### src/common/pet_ctrl_pkg.sv
package pet_ctrl_pkg;

    // ####################
    // Widths
    // ####################

    localparam int unsigned DATA_WIDTH     = 8;   // Host bus data width.
    localparam int unsigned REG_ADDR_WIDTH = 2;   // Four byte registers.

    // Register map seen by the host.
    typedef enum logic [REG_ADDR_WIDTH-1:0] {
        REG_CPU_CTRL    = 2'd0,                   // Read/write.
        REG_SCRATCH     = 2'd1,                   // Read/write.
        REG_STATUS      = 2'd2,                   // Read only.
        REG_RESET_COUNT = 2'd3                    // Read only.
    } reg_addr_e;

    // CPU reset sequencer states.
    typedef enum logic [1:0] {
        SEQ_HELD,                                 // CPU held in reset.
        SEQ_RELEASING,                            // Minimum hold in progress.
        SEQ_RUNNING                               // CPU released.
    } seq_state_e;

    // ####################
    // Register bits
    // ####################

    localparam int unsigned CTRL_RUN_BIT         = 0;
    localparam int unsigned CTRL_FORCE_RESET_BIT = 1;
    localparam logic [DATA_WIDTH-1:0] CTRL_WRITE_MASK = 8'b0000_0011;   // Upper bits read zero.

    localparam int unsigned STATUS_READY_BIT = 0;
    localparam int unsigned STATUS_RESET_BIT = 1;

    // Request handed from capture stage to register access stage.
    typedef struct packed {
        logic                  valid;
        logic                  we;
        reg_addr_e             addr;
        logic [DATA_WIDTH-1:0] wdata;
    } wb_req_t;

    // Response handed from register access stage to response stage.
    typedef struct packed {
        logic                  valid;
        logic [DATA_WIDTH-1:0] rdata;
    } wb_rsp_t;

endpackage

### src/register_file/wb_request_stage.sv
`timescale 1ns/1ns

module wb_request_stage (
    input  logic                                clock,
    input  logic                                reset_n,
    input  logic                                cycle_i,
    input  logic                                strobe_i,
    input  logic                                we_i,
    input  pet_ctrl_pkg::reg_addr_e             addr_i,
    input  logic [pet_ctrl_pkg::DATA_WIDTH-1:0] data_i,
    output pet_ctrl_pkg::wb_req_t               req_o
);
    import pet_ctrl_pkg::*;

    logic                  accept;
    logic                  valid_q;
    logic                  we_q;
    reg_addr_e             addr_q;
    logic [DATA_WIDTH-1:0] wdata_q;
    wb_req_t               req_q;

    // A request counts only while the bus cycle is open.
    assign accept = cycle_i & strobe_i;

    // ####################
    // Capture
    // ####################

    always_ff @(posedge clock or negedge reset_n) begin
        if (!reset_n) begin
            valid_q <= 1'b0;
        end else begin
            valid_q <= accept;              // One pulse per accepted request.
        end
    end

    // Fields hold their last value between requests.
    always_ff @(posedge clock) begin
        if (accept) begin
            we_q    <= we_i;
            addr_q  <= addr_i;
            wdata_q <= data_i;
        end
    end

    // ####################
    // Request register
    // ####################

    // Hands the request on one edge after acceptance.
    always_ff @(posedge clock or negedge reset_n) begin
        if (!reset_n) begin
            req_q <= '0;
        end else begin
            req_q.valid <= valid_q;
            if (valid_q) begin
                req_q.we    <= we_q;
                req_q.addr  <= addr_q;
                req_q.wdata <= wdata_q;
            end
        end
    end

    assign req_o = req_q;

endmodule

### src/register_file/register_file.sv
`timescale 1ns/1ns

module register_file (
    input  logic                                clock,
    input  logic                                reset_n,
    input  pet_ctrl_pkg::wb_req_t               req_i,
    output pet_ctrl_pkg::wb_rsp_t               rsp_o,
    output logic                                ctrl_run_o,
    output logic                                ctrl_force_reset_o,
    input  logic                                cpu_ready_i,
    input  logic                                cpu_reset_i,
    input  logic [pet_ctrl_pkg::DATA_WIDTH-1:0] release_count_i
);
    import pet_ctrl_pkg::*;

    logic [DATA_WIDTH-1:0] ctrl_q;
    logic [DATA_WIDTH-1:0] scratch_q;
    logic [DATA_WIDTH-1:0] status_value;
    logic [DATA_WIDTH-1:0] read_value;
    logic [DATA_WIDTH-1:0] rdata_q;
    logic                  rsp_valid_q;
    logic                  write_en;

    assign write_en = req_i.valid & req_i.we;

    // ####################
    // Writable registers
    // ####################

    always_ff @(posedge clock or negedge reset_n) begin
        if (!reset_n) begin
            ctrl_q    <= '0;
            scratch_q <= '0;
        end else if (write_en) begin
            case (req_i.addr)
                REG_CPU_CTRL: begin
                    ctrl_q <= req_i.wdata & CTRL_WRITE_MASK;   // Only run and force_reset.
                end
                REG_SCRATCH: begin
                    scratch_q <= req_i.wdata;
                end
                default: begin
                    // Status and count ignore writes.
                end
            endcase
        end
    end

    assign ctrl_run_o         = ctrl_q[CTRL_RUN_BIT];
    assign ctrl_force_reset_o = ctrl_q[CTRL_FORCE_RESET_BIT];

    // ####################
    // Read path
    // ####################

    always_comb begin
        status_value                   = '0;
        status_value[STATUS_READY_BIT] = cpu_ready_i;
        status_value[STATUS_RESET_BIT] = cpu_reset_i;
    end

    // Registers as they stand before this edge's write.
    always_comb begin
        case (req_i.addr)
            REG_CPU_CTRL:    read_value = ctrl_q;
            REG_SCRATCH:     read_value = scratch_q;
            REG_STATUS:      read_value = status_value;
            REG_RESET_COUNT: read_value = release_count_i;
            default:         read_value = '0;
        endcase
    end

    always_ff @(posedge clock or negedge reset_n) begin
        if (!reset_n) begin
            rsp_valid_q <= 1'b0;
        end else begin
            rsp_valid_q <= req_i.valid;     // One response per request.
        end
    end

    // A write answers with zero data.
    always_ff @(posedge clock) begin
        if (req_i.valid) begin
            rdata_q <= req_i.we ? '0 : read_value;
        end
    end

    assign rsp_o.valid = rsp_valid_q;
    assign rsp_o.rdata = rdata_q;

endmodule

### src/register_file/wb_response_stage.sv
`timescale 1ns/1ns

module wb_response_stage (
    input  logic                                clock,
    input  logic                                reset_n,
    input  pet_ctrl_pkg::wb_rsp_t               rsp_i,
    output logic                                ack_o,
    output logic [pet_ctrl_pkg::DATA_WIDTH-1:0] data_o
);

    // ####################
    // Bus outputs
    // ####################

    // The host bus is shared with other slaves, so data is
    // driven only alongside ack and is zero otherwise.
    always_ff @(posedge clock or negedge reset_n) begin
        if (!reset_n) begin
            ack_o  <= 1'b0;
            data_o <= '0;
        end else begin
            ack_o  <= rsp_i.valid;                      // Single-cycle ack.
            data_o <= rsp_i.valid ? rsp_i.rdata : '0;   // No stale data.
        end
    end

endmodule

### src/verilog/cpu_reset_sequencer.sv
`timescale 1ns/1ns

module cpu_reset_sequencer #(
    parameter int unsigned RESET_HOLD_CYCLES = 4
) (
    input  logic                                clock,
    input  logic                                reset_n,
    input  logic                                run_i,
    input  logic                                force_reset_i,
    output logic                                cpu_ready_o,
    output logic                                cpu_reset_o,
    output logic [pet_ctrl_pkg::DATA_WIDTH-1:0] release_count_o
);
    import pet_ctrl_pkg::*;

    localparam int unsigned HOLD_WIDTH = $clog2(RESET_HOLD_CYCLES + 1);
    localparam logic [HOLD_WIDTH-1:0] HOLD_LAST = HOLD_WIDTH'(RESET_HOLD_CYCLES - 1);

    seq_state_e            state_q;
    seq_state_e            state_d;
    logic [HOLD_WIDTH-1:0] hold_count_q;
    logic [DATA_WIDTH-1:0] release_count_q;
    logic                  releasing_done;

    assign releasing_done = (state_q == SEQ_RELEASING) && (state_d == SEQ_RUNNING);

    // ####################
    // Next state
    // ####################

    always_comb begin
        state_d = state_q;
        if (!run_i || force_reset_i) begin
            state_d = SEQ_HELD;                 // Reset request wins from any state.
        end else begin
            case (state_q)
                SEQ_HELD: begin
                    state_d = SEQ_RELEASING;
                end
                SEQ_RELEASING: begin
                    if (hold_count_q == HOLD_LAST) begin
                        state_d = SEQ_RUNNING;  // Minimum hold served.
                    end
                end
                default: begin
                    state_d = SEQ_RUNNING;
                end
            endcase
        end
    end

    // ####################
    // State and counters
    // ####################

    always_ff @(posedge clock or negedge reset_n) begin
        if (!reset_n) begin
            state_q         <= SEQ_HELD;
            hold_count_q    <= '0;
            release_count_q <= '0;
        end else begin
            state_q <= state_d;
            if (state_q == SEQ_RELEASING) begin
                hold_count_q <= hold_count_q + 1'b1;
            end else begin
                hold_count_q <= '0;             // Restart hold on every entry.
            end
            if (releasing_done) begin
                release_count_q <= release_count_q + 1'b1;   // Wraps at 8 bits.
            end
        end
    end

    assign cpu_ready_o     = (state_q == SEQ_RUNNING);
    assign cpu_reset_o     = ~cpu_ready_o;
    assign release_count_o = release_count_q;

endmodule

### src/verilog/pet_ctrl_top.sv
`timescale 1ns/1ns

module pet_ctrl_top #(
    parameter int unsigned RESET_HOLD_CYCLES = 4
) (
    input  logic                                clock,
    input  logic                                reset_n,
    input  logic                                wb_cycle_i,
    input  logic                                wb_strobe_i,
    input  logic                                wb_we_i,
    input  pet_ctrl_pkg::reg_addr_e             wb_addr_i,
    input  logic [pet_ctrl_pkg::DATA_WIDTH-1:0] wb_data_i,
    output logic [pet_ctrl_pkg::DATA_WIDTH-1:0] wb_data_o,
    output logic                                wb_ack_o,
    output logic                                cpu_ready_o,
    output logic                                cpu_reset_o
);
    import pet_ctrl_pkg::*;

    wb_req_t               req;
    wb_rsp_t               rsp;
    logic                  ctrl_run;
    logic                  ctrl_force_reset;
    logic [DATA_WIDTH-1:0] release_count;

    // ####################
    // Bus pipeline
    // ####################

    wb_request_stage wb_request_stage_inst (
        .clock    (clock),
        .reset_n  (reset_n),
        .cycle_i  (wb_cycle_i),
        .strobe_i (wb_strobe_i),
        .we_i     (wb_we_i),
        .addr_i   (wb_addr_i),
        .data_i   (wb_data_i),
        .req_o    (req)
    );

    register_file register_file_inst (
        .clock              (clock),
        .reset_n            (reset_n),
        .req_i              (req),
        .rsp_o              (rsp),
        .ctrl_run_o         (ctrl_run),
        .ctrl_force_reset_o (ctrl_force_reset),
        .cpu_ready_i        (cpu_ready_o),
        .cpu_reset_i        (cpu_reset_o),
        .release_count_i    (release_count)
    );

    wb_response_stage wb_response_stage_inst (
        .clock   (clock),
        .reset_n (reset_n),
        .rsp_i   (rsp),
        .ack_o   (wb_ack_o),
        .data_o  (wb_data_o)
    );

    cpu_reset_sequencer #(
        .RESET_HOLD_CYCLES (RESET_HOLD_CYCLES)
    ) cpu_reset_sequencer_inst (
        .clock           (clock),
        .reset_n         (reset_n),
        .run_i           (ctrl_run),
        .force_reset_i   (ctrl_force_reset),
        .cpu_ready_o     (cpu_ready_o),
        .cpu_reset_o     (cpu_reset_o),
        .release_count_o (release_count)
    );

endmodule

### config.mk
export PLATFORM = sky130hd
export DESIGN_NAME = pet_ctrl_top
export DESIGN_NICKNAME = d
export VERILOG_FILES = /design/src/common/pet_ctrl_pkg.sv /design/src/register_file/wb_request_stage.sv /design/src/register_file/register_file.sv /design/src/register_file/wb_response_stage.sv /design/src/verilog/cpu_reset_sequencer.sv /design/src/verilog/pet_ctrl_top.sv
export SDC_FILE = /design/constraint.sdc
export NUM_CORES = 1
export LEC_CHECK = 0
export BUFFER_PORTS_ARGS = -buffer_cell sky130_fd_sc_hd__buf_2
export CAP_MARGIN = 20
export CORE_AREA = 2 2 71 73
export DETAILED_ROUTE_END_ITERATION = 8
export DIE_AREA = 0 0 73 75
export GPL_ROUTABILITY_DRIVEN = 0
export PLACE_DENSITY_LB_ADDON = 0.15
export SETUP_SLACK_MARGIN = 0.05
export SLEW_MARGIN = 25
export SYNTH_ARGS = -nofsm -noshare
export SYNTH_HDL_FRONTEND = slang
export SYNTH_SLANG_ARGS = --single-unit
### constraint.sdc
create_clock -name clock -period 1.9 [get_ports clock]
set_clock_uncertainty 0.2 [all_clocks]
set_input_delay 0.38 -clock clock [delete_from_list [all_inputs] [get_ports clock]]
set_output_delay 0.38 -clock clock [all_outputs]
set_load 0.05 [all_outputs]
==> impl_metrics.env, run 1 <==
export IMPL_reg2reg_slack_ns=0.18
export IMPL_slew_headroom_pct=67.87
export IMPL_clock_latency_ns=0.34
export IMPL_min_path_cells=1
export IMPL_synth_ff_type="dfrtp_1"
export IMPL_clockRootBuffer="clkbuf_8"
export IMPL_syn2layout_area_growth_pct=17.63
export IMPL_wl_per_cell_um=14.39
export IMPL_die_h_um=75
export IMPL_syn_avg_cell_area_um2=15.19
export IMPL_cts_path_max_buffers=2
export IMPL_pre_cts_ws_ns=0.08272
export IMPL_synthCells=164
export IMPL_clock_fmax_mhz=567.2
export IMPL_max_cap_viol_count=0
export IMPL_status="complete, no violations"
export IMPL_grt_pass1_wl_um=6520
export IMPL_hp_class="input pin to flip-flop"
export IMPL_final_layout_size_suffix_gt1_share_pct=35.44
export IMPL_path_class="flip-flop to primary output"
export IMPL_setup_viol=0
export IMPL_cts_buffers=9
export IMPL_layout_setup_ws_ns=0.1370
export IMPL_drt_pass1_iterations=4
export IMPL_p_leak_nw=1.356
export IMPL_hold_viol_final=0
export IMPL_path_clk_slew_ns=0.07
export IMPL_netlist_area_um2=2491
export IMPL_grt_max_degree=28
export IMPL_diodes=0
export IMPL_ys_warn_count=0
export IMPL_initial_core_util_pct=53.45
export IMPL_final_setup_tns_ns=0
export IMPL_synthesis_nets=182
export IMPL_fin_crit_sh_pct=92.79
export IMPL_reg2reg_depth=5
export IMPL_grt_pass1_vias=1370
export IMPL_ant_nets=0
export IMPL_required_ns=1.32
export IMPL_post_route_min_period_ns=1.763
export IMPL_placed_area_um2=2694
export IMPL_layout_common_cells="44 x dfrtp_1, 24 x buf_2, 19 x edfxtp_1"
export IMPL_p_total_w=0.003366
export IMPL_grt_usage_pct=16.67
export IMPL_cp_arrival_ns=1.18
export IMPL_synth_async_reset_ratio_pct=70.77
export IMPL_antenna_found_initial=0
export IMPL_fp_row_count=25
export IMPL_vias_per_cell=5.046
export IMPL_num_nets_final=219
export IMPL_die_area_um2=5475
export IMPL_grt_overflow=0
export IMPL_cp_end_kind="primary output"
export IMPL_clock_sinks=65
export IMPL_finalInstanceArea_um2=2930
export IMPL_num_vias=1312
export IMPL_tightest_slew_ns=0.4819
export IMPL_drt_wl_total_um=3742
export IMPL_r2r_start="cpu_reset_sequencer_inst.hold_count_q[0]"
export IMPL_synth_seq_cells=65
export IMPL_hpwl_um=2609
export IMPL_io_pins=26
export IMPL_synth_edff_count=19
export IMPL_ir_drop_uv=565.5
export IMPL_layout_commonest_cell="dfrtp_1"
export IMPL_coreArea_um2=4661
export IMPL_reg2reg_to="cpu_reset_sequencer_inst.release_count_o[1]"
export IMPL_hold_path_startpoint="wb_data_i[4]"
export IMPL_grt_setup_unrepaired="no"
export IMPL_power_density_nw_per_um2=1149
export IMPL_cts_tree="done"
export IMPL_seq_area_frac_synth_pct=69.11
export IMPL_crit_path_start_kind="flip-flop"
export IMPL_whs_endpoint="wb_request_stage_inst.wdata_q[4]"
export IMPL_drc=0
export IMPL_slew_viol_final=0
export IMPL_numPortBuffers=25
export IMPL_cp_max_fo=6
export IMPL_drt_iter0_drc=93
export IMPL_htreeDepth=3
export IMPL_die_width_um=73
export IMPL_synth_cell_type_count=30
## worst max path at each step
stage                                                   from                                           to  slack (ns)  cells after the start
finish                   cpu_reset_sequencer_inst.state_q[0]                                  cpu_ready_o        0.14                      3
global route        cpu_reset_sequencer_inst.hold_count_q[0]  cpu_reset_sequencer_inst.release_count_o[3]        0.05                      5
CTS                      cpu_reset_sequencer_inst.state_q[0]                                  cpu_ready_o        0.06                      3
detailed placement  cpu_reset_sequencer_inst.hold_count_q[0]  cpu_reset_sequencer_inst.release_count_o[1]        0.08                      5
global placement    cpu_reset_sequencer_inst.hold_count_q[0]  cpu_reset_sequencer_inst.release_count_o[7]        0.13                      5
floorplan                cpu_reset_sequencer_inst.state_q[0]                                  cpu_ready_o        0.07                      2
## sequential cells by signal (all words and copies together) (netlist names)
register                                  count
wb_request_stage_inst.we_q                    1
cpu_reset_sequencer_inst.state_q              2
register_file_inst.scratch_q                  8
register_file_inst.rsp_valid_q                1
wb_response_stage_inst.ack_o                  1
register_file_inst.rdata_q                    8
wb_request_stage_inst.req_o                  12
wb_request_stage_inst.wdata_q                 8
cpu_reset_sequencer_inst.hold_count_q         3
wb_response_stage_inst.data_o                 8
wb_request_stage_inst.valid_q                 1
wb_request_stage_inst.addr_q                  2
cpu_reset_sequencer_inst.release_count_o      8
register_file_inst.ctrl_q                     2
## worst max-delay path, stage by stage, from the launching register on
cell and delay, ns:
dfrtp_2 0.44, nand2b_1 0.17, inv_1 0.06, buf_4 0.18
## cells by family (layout without fill, tap and decap cells)
logic type,Yosys count,after routing,synth area share (%)
xor+xnor,7,7,2.461
flops,65,65,69.11
compound gates,7,7,1.858
fa+ha+maj,3,3,1.507
simple gates,47,47,10.35
mux,27,27,13.11
buf+inv,8,50,1.607
## final cells by class
| class | count | area, um2 |
|---|---|---|
| inverter | 4 | 15.01 |
| multi-input combinational | 91 | 745.7 |
| timing repair buffer | 30 | 182.7 |
| fill | 325 | 1730 |
| sequential | 65 | 1724 |
| clock buffer | 10 | 137.6 |
| tap | 54 | 67.56 |
| clock inverter | 6 | 57.56 |
## routing by layer
metal	vias to the layer above	part of all wire, %	routed length, um	track usage [%]
met4	0	3.5	132	13.17
met3	11	4.3	161	4.150
met5	-	0	0	0
met1	612	43	1610	20.18
li1	649	-	-	-
met2	40	49	1836	25.63
## Yosys cell counts (2+ instances only)
cell       n  share of area (%)
nand3_1    3               0.60
inv_1      3               0.45
buf_2      2               0.40
nand4b_1   2               0.70
and2_1     9                2.3
mux2_4     8                4.8
nor2_1    10                1.5
mux2i_1    6                2.4
dfrtp_1   46                 46
edfxtp_1  19                 23
nand2b_1   4                1.0
nor3_1     5                1.0
a211oi_1   2               0.60
nand2_1    6               0.90
ha_1       3                1.5
nor4_1     3               0.75
xor2_1     7                2.5
o21ai_0    2               0.40
mux2_2    13                5.9
## through the flow
stage               std cells  util, %  hold slack [ns]
finish                    260    62.87          0.01428
global route              260    62.87         0.001297
CTS                       259    62.20         0.002289
detailed placement        242    57.80           0.1643
global placement          242    57.80           0.1464
floorplan                 164        -          -0.1156
## report_power, final
part           total [W]  switching [W]  leakage, nW  internal (W)
clock            0.00113       0.000500        0.102      0.000631
combinational   0.000440       0.000187        0.482      0.000253
sequential       0.00179       0.000142        0.772       0.00165
total            0.00337       0.000829         1.36       0.00254
## what timing repair did
action,CTS,global route
hold buffers,1,1
endpoints found under the hold margin,19,1
setup endpoints to repair,0,12
buffers inserted,0,0
resized for setup,0,7
Power figures use the tool's default switching activity.
==> inputs of run 2 (changes only) <==
--- a/config.mk
+++ b/config.mk
@@ -12,6 +12,7 @@
 export DIE_AREA = 0 0 73 75
 export GPL_ROUTABILITY_DRIVEN = 0
 export PLACE_DENSITY_LB_ADDON = 0.15
+export RECOVER_POWER = 25
 export SETUP_SLACK_MARGIN = 0.05
 export SLEW_MARGIN = 25
 export SYNTH_ARGS = -nofsm -noshare
==> run 2 against run 1 <==
  * Highest routed layer unchanged
  * Global-route usage unchanged
  * Critical path type unchanged
  * First-iteration DRC count down 18%
  * Count of clock-buffer cells in the layout unchanged
==> impl_metrics.env, run 2 (synthesized netlist as in run 1, its figures left out) <==
export IMPL_die_area_um2=5475
export IMPL_tightest_slew_ns=0.6948
export IMPL_final_setup_tns_ns=0
export IMPL_vias_per_cell=5.038
export IMPL_cp_end_kind="primary output"
export IMPL_slew_viol_final=0
export IMPL_clock_latency_ns=0.34
export IMPL_drc=0
export IMPL_power_density_nw_per_um2=1150
export IMPL_reg2reg_slack_ns=0.18
export IMPL_r2r_start="cpu_reset_sequencer_inst.hold_count_q[0]"
export IMPL_drt_wl_total_um=3740
export IMPL_grt_setup_unrepaired="no"
export IMPL_slew_headroom_pct=53.65
export IMPL_reg2reg_depth=5
export IMPL_syn2layout_area_growth_pct=17.48
export IMPL_grt_max_degree=28
export IMPL_post_route_min_period_ns=1.763
export IMPL_reg2reg_to="cpu_reset_sequencer_inst.release_count_o[1]"
export IMPL_path_class="flip-flop to primary output"
export IMPL_path_clk_slew_ns=0.07
export IMPL_hold_path_startpoint="wb_data_i[4]"
export IMPL_grt_usage_pct=16.67
export IMPL_min_path_cells=1
export IMPL_post_cts_buffers=0
export IMPL_num_vias=1310
export IMPL_num_nets_final=219
export IMPL_fin_crit_sh_pct=92.81
export IMPL_fp_row_count=25
export IMPL_wl_per_cell_um=14.38
export IMPL_crit_family="flip-flops"
export IMPL_final_layout_size_suffix_gt1_share_pct=34.95
export IMPL_drt_pass1_iterations=4
export IMPL_crit_path_cell_trace="nand2b_1 -> inv_1 -> buf_4"
export IMPL_die_h_um=75
export IMPL_path_buf_inv=2
export IMPL_regArea_um2=1724
export IMPL_largest_register_ffs=12
export IMPL_hold_viol_final=0
export IMPL_grt_overflow=0
export IMPL_p_total_w=0.003364
export IMPL_hpwl_um=2609
export IMPL_grt_pass1_wl_um=6520
export IMPL_p_leak_nw=1.348
export IMPL_die_width_um=73
export IMPL_layout_commonest_cell="dfrtp_1"
export IMPL_max_cap_viol_count=0
export IMPL_cts_tree="done"
export IMPL_ir_drop_uv=565.2
export IMPL_grt_pass1_vias=1370
export IMPL_antenna_found_initial=0
export IMPL_drt_iter0_drc=76
export IMPL_hp_class="input pin to flip-flop"
export IMPL_status="complete, no violations"
export IMPL_cp_max_fo=6
export IMPL_ant_nets=0
export IMPL_clock_sinks=65
export IMPL_whs_endpoint="wb_request_stage_inst.wdata_q[4]"
export IMPL_coreArea_um2=4661
export IMPL_setup_viol=0
export IMPL_cts_buffers=9
export IMPL_utilization_pct=62.79
export IMPL_diodes=0
export IMPL_cp_slowest_stage_delay_ns=0.44
export IMPL_io_pins=26
export IMPL_numPortBuffers=25
export IMPL_clockRootBuffer="clkbuf_8"
export IMPL_layout_common_cells="44 x dfrtp_1, 24 x buf_2, 19 x edfxtp_1"
export IMPL_cp_arrival_ns=1.18
export IMPL_clock_fmax_mhz=567.1
export IMPL_htreeDepth=3
export IMPL_fillers=324
export IMPL_critPathSlowestCell="dfrtp_2"
export IMPL_multiInputGateArea_um2=745.7
export IMPL_cts_path_max_buffers=2
export IMPL_crit_path_start_kind="flip-flop"
export IMPL_required_ns=1.32
export IMPL_initial_core_util_pct=53.45
run 2: layer usage:
layer | part of all wire, % | track usage, % | vias to the layer above
li1 | - | - | 649
met1 | 43 | 20.18 | 611
met2 | 49 | 25.63 | 39
met3 | 4.3 | 4.150 | 11
met4 | 3.5 | 13.17 | 0
met5 | 0 | 0 | -
run 2: worst register-to-register path, stage by stage, from the launching register on:
cell and delay [ns]:
dfrtp_1 0.36, ha_1 0.15, ha_1 0.17, nand2_1 0.13, nor3_2 0.23, mux2_2 0.36
run 2: power by group:
| part | total [W] | switching [W] | internal [W] |
|---|---|---|---|
| sequential | 0.00179 | 0.000142 | 0.00165 |
| combinational | 0.000439 | 0.000187 | 0.000251 |
| clock | 0.00113 | 0.000500 | 0.000631 |
run 2: how the worst max path moves through the flow:
| stage | startpoint | end | slack [ns] | cells after the start |
|---|---|---|---|---|
| 2_1_floorplan | cpu_reset_sequencer_inst.state_q[0] | cpu_ready_o | 0.07 | 2 |
| 3_3_place_gp | cpu_reset_sequencer_inst.hold_count_q[0] | cpu_reset_sequencer_inst.release_count_o[7] | 0.13 | 5 |
| 3_5_place_dp | cpu_reset_sequencer_inst.hold_count_q[0] | cpu_reset_sequencer_inst.release_count_o[1] | 0.08 | 5 |
| 4_1_cts | cpu_reset_sequencer_inst.state_q[0] | cpu_ready_o | 0.06 | 3 |
| 5_1_grt | cpu_reset_sequencer_inst.hold_count_q[0] | cpu_reset_sequencer_inst.release_count_o[3] | 0.05 | 5 |
| 6_report | cpu_reset_sequencer_inst.state_q[0] | cpu_ready_o | 0.14 | 3 |
run 2: cell type report:
type | instances | area share (%)
well taps | 54 | 2.309
inverters | 4 | 0.5130
multi-input cells | 91 | 25.48
flip-flops and latches | 65 | 58.91
clock inverters | 6 | 1.967
repair buffers | 30 | 6.114
clock buffers | 10 | 4.703
run 2: through the flow:
stage	instance area, um2	setup slack, ns	hold WS (ns)	instances
2_1_floorplan	2491	0.06712	-0.1156	164
3_3_place_gp	2694	0.1315	0.1464	242
3_5_place_dp	2694	0.08272	0.1643	242
4_1_cts	2899	0.05794	0.002289	259
5_1_grt	2927	0.05419	0.001297	260
6_report	2927	0.1367	0.01393	260
run 2: what timing repair did:
action                     CTS  global route
hold buffers                 1             1
gates resized for setup      0             7
hold endpoints to repair    19             1
setup endpoints to repair    0            12
==> inputs of run 3 (changes only) <==
==> constraint.sdc (replaced) <==
create_clock -name clock -period 1.9 [get_ports clock]
set_clock_uncertainty 0.2 [all_clocks]
set_input_delay 0.095 -clock clock [delete_from_list [all_inputs] [get_ports clock]]
set_output_delay 0.095 -clock clock [all_outputs]
set_load 0.05 [all_outputs]
==> run 3 against run 2 <==
  * Combinational power rose by 2%
  * Maximum frequency rose by 0.48%
  * Critical path depth rose by 2
  * Worst setup slack improved by 0.0084 ns
  * Utilization rose by 1.6 points
  * Global-route usage fell by 0.56 points
  * Flip-flop and latch count did not move
  * Highest routed layer unchanged
==> impl_metrics.env, run 3 (synthesized netlist as in run 1, its figures left out) <==
export IMPL_num_nets_final=229
export IMPL_post_route_min_period_ns=1.755
export IMPL_ant_nets=0
export IMPL_wl_per_cell_um=13.56
export IMPL_required_ns=1.95
export IMPL_cts_buffers=9
export IMPL_crit_path_cell_trace="ha_1 -> ha_1 -> nand4b_1 -> nor4_2 -> xor2_1"
export IMPL_clock_sinks=65
export IMPL_max_cap_viol_count=0
export IMPL_clockRootBuffer="clkbuf_8"
export IMPL_reg2reg_slack_ns=0.15
export IMPL_fin_crit_sh_pct=92.36
export IMPL_clock_latency_ns=0.32
export IMPL_hp_class="input pin to asynchronous set/reset pin"
export IMPL_vias_per_cell=5.093
export IMPL_hold_viol_final=0
export IMPL_cp_end_kind="flip-flop"
export IMPL_cp_arrival_ns=1.80
export IMPL_final_layout_size_suffix_gt1_share_pct=31.94
export IMPL_grt_pass1_wl_um=6223
export IMPL_clock_fmax_mhz=569.8
export IMPL_initial_core_util_pct=53.45
export IMPL_drt_iter0_drc=77
export IMPL_num_vias=1375
export IMPL_post_cts_buffers=0
export IMPL_largest_register_ffs=12
export IMPL_setup_viol=0
export IMPL_grt_max_degree=47
export IMPL_tightest_slew_ns=0.6949
export IMPL_layout_common_cells="46 x dfrtp_1, 25 x buf_2, 19 x edfxtp_1"
export IMPL_path_class="flip-flop to flip-flop"
export IMPL_cp_max_fo=3
export IMPL_path_clk_slew_ns=0.07
export IMPL_layout_commonest_cell="dfrtp_1"
export IMPL_coreArea_um2=4661
export IMPL_drt_pass1_iterations=4
export IMPL_power_density_nw_per_um2=1106
export IMPL_drc=0
export IMPL_cts_path_max_buffers=2
export IMPL_r2r_start="cpu_reset_sequencer_inst.hold_count_q[0]"
export IMPL_die_h_um=75
export IMPL_reg2reg_to="cpu_reset_sequencer_inst.release_count_o[7]"
export IMPL_drt_wl_total_um=3661
export IMPL_slew_headroom_pct=53.65
export IMPL_numPortBuffers=25
export IMPL_fp_row_count=25
export IMPL_grt_pass1_vias=1372
export IMPL_diodes=0
export IMPL_status="complete, no violations"
export IMPL_final_setup_tns_ns=0
export IMPL_slew_viol_final=0
export IMPL_grt_setup_unrepaired="no"
export IMPL_critPathSlowestCell="nor4_2"
export IMPL_reg2reg_depth=5
export IMPL_grt_overflow=0
export IMPL_syn2layout_area_growth_pct=20.39
export IMPL_antenna_found_initial=0
export IMPL_grt_usage_pct=16.10
export IMPL_cts_tree="done"
export IMPL_crit_top_cell="ha_1"
export IMPL_ir_drop_uv=660.2
export IMPL_htreeDepth=3
export IMPL_p_leak_nw=1.383
export IMPL_io_pins=26
export IMPL_crit_path_start_kind="flip-flop"
export IMPL_die_width_um=73
export IMPL_die_area_um2=5475
export IMPL_utilization_pct=64.35
export IMPL_cp_slowest_stage_delay_ns=0.41
export IMPL_hpwl_um=2536
==> run 3: changes by cell type in the layout (fill, tap and decap cells not counted), sizes merged <==
| cell | delta |
|---|---|
| clkinv | +1 |
| clkbuf | -1 |
| dlygate4sd3 | +10 |
==> run 3: repair_timing <==
item                                    in CTS  in global routing
gates resized for setup                      0                  3
hold endpoints to repair                    57                  0
hold buffers                                12                  0
endpoints found under the setup margin       0                  9
==> run 3: where the power goes <==
part           internal [W]  leakage (nW)  total, W  switching [W]
sequential          0.00165         0.775   0.00179       0.000141
clock              0.000591        0.0962   0.00108       0.000484
combinational      0.000262         0.512  0.000449       0.000187
total               0.00250          1.38   0.00332       0.000812
==> run 3: stage by stage <==
step / hold slack (ns) / instances / total power [W] / cell area [um2] / worst slack (ns)
6_report: 0.1748 / 270 / 0.003317 / 2999 / 0.1451
5_1_grt: 0.2499 / 270 / 0.003490 / 2999 / 0.06124
4_1_cts: 0.04793 / 270 / 0.003353 / 2987 / 0.08774
3_5_place_dp: 0.008774 / 242 / 0.002258 / 2681 / 0.08547
3_3_place_gp: -0.0004454 / 242 / 0.002223 / 2681 / 0.1256
2_1_floorplan: -0.4006 / 164 / 0.002118 / 2491 / 0.2107
==> run 3: layout make-up <==
type / count / area [um2]
clock inverters: 7 / 61.31
flip-flops and latches: 65 / 1722
well taps: 54 / 67.56
clock buffers: 9 / 123.9
multi-input cells: 91 / 745.7
repair buffers: 40 / 264.0
fillers: 344 / 1662
inverters: 4 / 15.01
==> run 3: how the worst max path moves through the flow <==
| stage | startpoint | end | slack (ns) | cells past startpoint |
|---|---|---|---|---|
| 2_1_floorplan | cpu_reset_sequencer_inst.hold_count_q[0] | cpu_reset_sequencer_inst.release_count_o[1] | 0.21 | 5 |
| 5_1_grt | cpu_reset_sequencer_inst.hold_count_q[0] | cpu_reset_sequencer_inst.release_count_o[1] | 0.06 | 5 |
| 6_report | cpu_reset_sequencer_inst.hold_count_q[0] | cpu_reset_sequencer_inst.release_count_o[7] | 0.15 | 5 |
| 3_3_place_gp | cpu_reset_sequencer_inst.hold_count_q[0] | cpu_reset_sequencer_inst.release_count_o[7] | 0.13 | 5 |
| 3_5_place_dp | cpu_reset_sequencer_inst.hold_count_q[0] | cpu_reset_sequencer_inst.release_count_o[1] | 0.09 | 5 |
| 4_1_cts | cpu_reset_sequencer_inst.hold_count_q[0] | cpu_reset_sequencer_inst.release_count_o[1] | 0.09 | 5 |
==> run 3: layer usage <==
| metal | wire length (um) | GRT usage, % | part of all wire [%] |
|---|---|---|---|
| met1 | 1633 | 19.05 | 45 |
| met2 | 1721 | 24.12 | 47 |
| met3 | 158 | 4.150 | 4.3 |
| met4 | 148 | 14.81 | 4.0 |
| met5 | 0 | 0 | 0 |
==> run 3: worst max-delay path: cells and delay by family (launching register included) <==
family	cells	cell delay, ns
AND/OR/NAND/NOR	2	0.62
flip-flops	1	0.35
adder cells (fa/ha/maj)	2	0.33
XOR/XNOR	1	0.17
